==> config.mk <==
export PLATFORM = sky130hd
export DESIGN_NAME = mem_stage
export DESIGN_NICKNAME = d
export VERILOG_FILES = /design/src/logic/exe_pkg.sv /design/src/logic/mem_stage.sv
export SDC_FILE = /design/constraint.sdc
export NUM_CORES = 1
export LEC_CHECK = 0
export BUFFER_PORTS_ARGS = -buffer_cell sky130_fd_sc_hd__buf_4
export CAP_MARGIN = 20
export CORE_ASPECT_RATIO = 1.4
export CORE_MARGIN = 3
export CORE_UTILIZATION = 35
export DETAILED_ROUTE_END_ITERATION = 10
export SLEW_MARGIN = 20
export SYNTH_ARGS = -nofsm -noshare
export SYNTH_HDL_FRONTEND = slang
export SYNTH_SLANG_ARGS = --single-unit
==> constraint.sdc <==
create_clock -name clk -period 3.4 [get_ports clk]
set_input_delay 0.34 -clock clk [delete_from_list [all_inputs] [get_ports clk]]
set_output_delay 0.34 -clock clk [all_outputs]
set_load 0.005 [all_outputs]
==> src/logic/exe_pkg.sv <==
`default_nettype none

package exe_pkg;

    // data memory geometry
    localparam int DATA_RAM_WORDS = 256;
    localparam int RAM_ADDR_W     = 8;

    // iterations of the shift-add multiplier, one multiplier bit each
    localparam int MUL_CYCLES     = 32;

    typedef logic [31:0] word_t;
    typedef logic [4:0]  reg_addr_t;

    typedef enum logic [3:0] {
        ALU_ADD     = 4'd0,
        ALU_SUB     = 4'd1,
        ALU_SLT     = 4'd2,
        ALU_SLTU    = 4'd3,
        ALU_AND     = 4'd4,
        ALU_OR      = 4'd5,
        ALU_NOR     = 4'd6,
        ALU_XOR     = 4'd7,
        ALU_SLL     = 4'd8,
        ALU_SRL     = 4'd9,
        ALU_SRA     = 4'd10,
        ALU_LU12I   = 4'd11,
        // multi-cycle group
        ALU_MUL_W   = 4'd12,
        ALU_MULH_W  = 4'd13,
        ALU_MULH_WU = 4'd14
    } alu_op_t;

    typedef enum logic [1:0] {
        MUL_IDLE = 2'd0,
        MUL_RUN  = 2'd1,
        MUL_DONE = 2'd2
    } mul_state_t;

endpackage

`default_nettype wire

==> src/logic/mem_stage.sv <==
`timescale 1ns/100ps
`default_nettype none

module mem_stage import exe_pkg::*; (
    input  wire             clk,
    input  wire             resetn,
    // execute side
    input  wire             es2ms_valid,
    output logic            ms_allowin,
    input  wire             es_res_from_mem,
    input  wire             es_rf_we,
    input  wire reg_addr_t  es_rf_waddr,
    input  wire word_t      es_result,
    input  wire word_t      es_pc,
    // data ram read port
    input  wire word_t      ram_rdata,
    // write-back side
    output logic            wb_valid,
    input  wire             wb_ready,
    output logic            wb_rf_we,
    output reg_addr_t       wb_rf_waddr,
    output word_t           wb_rf_wdata,
    output word_t           wb_pc
);

    logic   ms_valid;
    logic   ms_first;
    logic   ms_fire;

    logic   res_from_mem_r;
    logic   rf_we_r;
    word_t  result_r;
    word_t  load_data_r;
    word_t  load_data;

    assign ms_allowin = !ms_valid || wb_ready;
    assign ms_fire    = es2ms_valid && ms_allowin;

    always_ff @(posedge clk) begin
        if (!resetn) begin
            ms_valid <= 1'b0;
            ms_first <= 1'b0;
        end else begin
            if (ms_allowin) begin
                ms_valid <= es2ms_valid;
            end
            // high only in the cycle right after entry
            ms_first <= ms_fire;
        end
    end

    always_ff @(posedge clk) begin
        if (ms_fire) begin
            res_from_mem_r <= es_res_from_mem;
            rf_we_r        <= es_rf_we;
            wb_rf_waddr    <= es_rf_waddr;
            result_r       <= es_result;
            wb_pc          <= es_pc;
        end
    end

    // ram output moves on later reads, keep our word
    always_ff @(posedge clk) begin
        if (ms_first) begin
            load_data_r <= ram_rdata;
        end
    end

    assign load_data   = ms_first ? ram_rdata : load_data_r;
    assign wb_valid    = ms_valid;
    assign wb_rf_we    = ms_valid && rf_we_r;
    assign wb_rf_wdata = res_from_mem_r ? load_data : result_r;

endmodule

`default_nettype wire

==> metrics.yaml <==
routed-wl-met3_um: 689
number_of_flops_mapped_to_enable_cells_by_yosys: 71
rsz0062_at_grt: "false"
grt_pass1_wl_um: 12400
place.port_buffers: 178
drt.antenna.violating_nets: 0
worst_slew_pin_slew_ns: 0.932
layout_min_cycle_time_ns: 2.51
drive_above_1_share_pct: 70.6
fp.dieH_um: 131
post_cts.repair.setup_buffers: 0
critical_path_at_ns: 2.17
post_drt_wl_per_cell_um: 16.6
clock.fmax_ghz: 0.399
ys_seq_area_share_pct: 72.3
first_global_vias: 2434
num_antenna_cells: 0
core-area_mm2: 0.0106
totalNegativeSetupSlack_ns: 0
pin_count_of_the_biggest_net_entering_global_routing: 72
syn2layout_area_growth_pct: 45.5
critical_path.max_fanout: 22
cts-root-buf: "clkbuf_16"
grt.overflow.total: 0
cts_tree: "built"
antenna_found_initial: 0
dpl.hpwl_um: 6280
design_area_mm2: 0.00566
ff_to_ff_setup_slack_ns: 1.76
clk_path_buf_depth: 2
outcome: "finished, final reports clean"
cts_num_sinks: 105
wl_met2_um: 4600
p_per_area_mw_per_mm2: 551
routabilityCongestion: 0.723
drt-met1-wl_um: 2880
die_area_mm2: 0.0124
yosys.cell_types.count: 13
timing.max_cap.violations: 0
syn-instance-count: 183
hold_viol: 0
post-synth-top-count-cell: "edfxtp_1"
track_usage_pct: 13.7
drt-initial-drc-count: 54
floorplan.initialDensity_pct: 36.6
power_leakage_nw: 2.51
required_ns: 3.06
synth-async-reset-ratio_pct: 0
synth_seq_cells: 105
io_pins: 179
cts_repair_resize_count: 0
report.final.slew_viol_count: 0
hold_removal_path_class: "in2reg"
netlist.top_cell.by_area: "edfxtp_1"
synth-warning-count: 0
synth.top_cells.by_area: "edfxtp_1, mux2_4, dfxtp_1"
synthesis.area_per_instance_um2: 21.3
synth_ff_type: "edfxtp_1"
vdd_drop_max_mv: 0.309
synth.top_cell.area_share_pct: 54.8
synth.cell_area_mm2: 0.00389
critical_path.startpoint_type: "flip-flop"
finalSetupViolations: 0
dpl-instance-area_mm2: 0.00534
timing_worst_setup_path_type: "reg2out"
worstSetupEndpointType: "primary output"
detail_route.drc_violations: 0
clk_latency_ns: 0.34
firstDrtPassIters: 4
timing.max_slew.rel_slack_pct: 37.9
final_nets: 473
cts_max_level: 3
cts_hold_repair.buffers: 0
synth_top_cells_by_count: "edfxtp_1, mux2_4, dfxtp_1, mux2_2"
die_width_um: 95.1
min_period_over_period_pct: 73.7
worst_clock_skew_ns: 0.00455
synth.net_count: 290
via_per_inst: 4.40
clkTransAtPathRegs_ns: 0.07
num_vias: 2241
top_metal_used: "met4"
numCtsBuffers: 9
num_rows: 44
final_routed_wirelength_across_all_metal_layers_um: 8430
[cell usage in the layout (no fill, tap or decap)]
cell and n:
a21boi_0 1, and2_1 1, and2_4 1, and3_1 1, buf_12 1, buf_4 179, bufinv_16 2, clkbuf_16 9
clkinv_4 3, clkinvlp_4 1, dfxtp_1 33, dfxtp_2 1, edfxtp_1 71, inv_1 1, inv_6 1, mux2_2 4
mux2_4 60, nand2b_1 1
[power by group]
| part | switching [mW] | total (mW) | internal, mW |
|---|---|---|---|
| registers | 0.0387 | 1.53 | 1.49 |
| logic | 0.151 | 0.487 | 0.336 |
| clock network | 0.448 | 1.10 | 0.651 |
[flip-flops by register name, summed over array words and instances, names as in the netlist]
signal	count
ms_first	1
rf_we_r	1
wb_rf_waddr	5
result_r	32
wb_pc	32
load_data_r	32
res_from_mem_r	1
wb_valid	1
[worst paths after layout]
kind | start | end | cells after the start
setup / recovery | ms_first | wb_rf_wdata[28] | 4
hold reg to reg | load_data_r[13] | load_data_r[13] | 1
setup reg to reg | wb_valid | result_r[13] | 2
hold / removal | es_pc[2] | wb_pc[2] | 1
[metrics by stage]
step | hold WS [ns] | utilization, % | std cells | total power [mW] | setup WS (ns)
after global routing | 0.154 | 53.3 | 509 | 3.26 | 0.766
after global placement | 0.455 | 50.2 | 493 | 2.05 | 1.27
final | 0.172 | 53.3 | 509 | 3.12 | 0.893
after floorplan | 0.439 | - | 183 | 1.80 | 0.782
after CTS | 0.156 | 53.3 | 509 | 3.17 | 0.840
after detailed placement | 0.458 | 50.2 | 493 | 2.06 | 1.24
[kinds of logic (layout without fill, tap and decap cells)]
group           after synthesis  after routing  synth area share [%]
simple gates                  4              4                 0.643
mux                          64             64                  24.3
compound gates                1              1                 0.193
flops                       105            105                  72.3
buf+inv                       9            197                  2.60
[routing by layer]
metal / GRT usage, % / vias to the layer above
li1: - / 1056
met1: 13.7 / 1066
met2: 24.4 / 102
met3: 4.35 / 17
met4: 8.16 / 0
met5: 0 / -
[worst max-delay path, stage by stage, from the launching register on]
cell	delay, ns
dfxtp_2	0.56
buf_4	0.45
mux2_2	0.40
mux2_2	0.27
buf_4	0.14
[final cells by class]
cell class / count / area [um^2]
repair buffers: 180 / 1360
clock inverters: 7 / 103
multi-input cells: 69 / 981
well taps: 138 / 173
clock buffers: 9 / 225
flip-flops and latches: 105 / 2810
inverters: 1 / 3.75
fillers: 893 / 4960
Power figures use the tool's default switching activity.
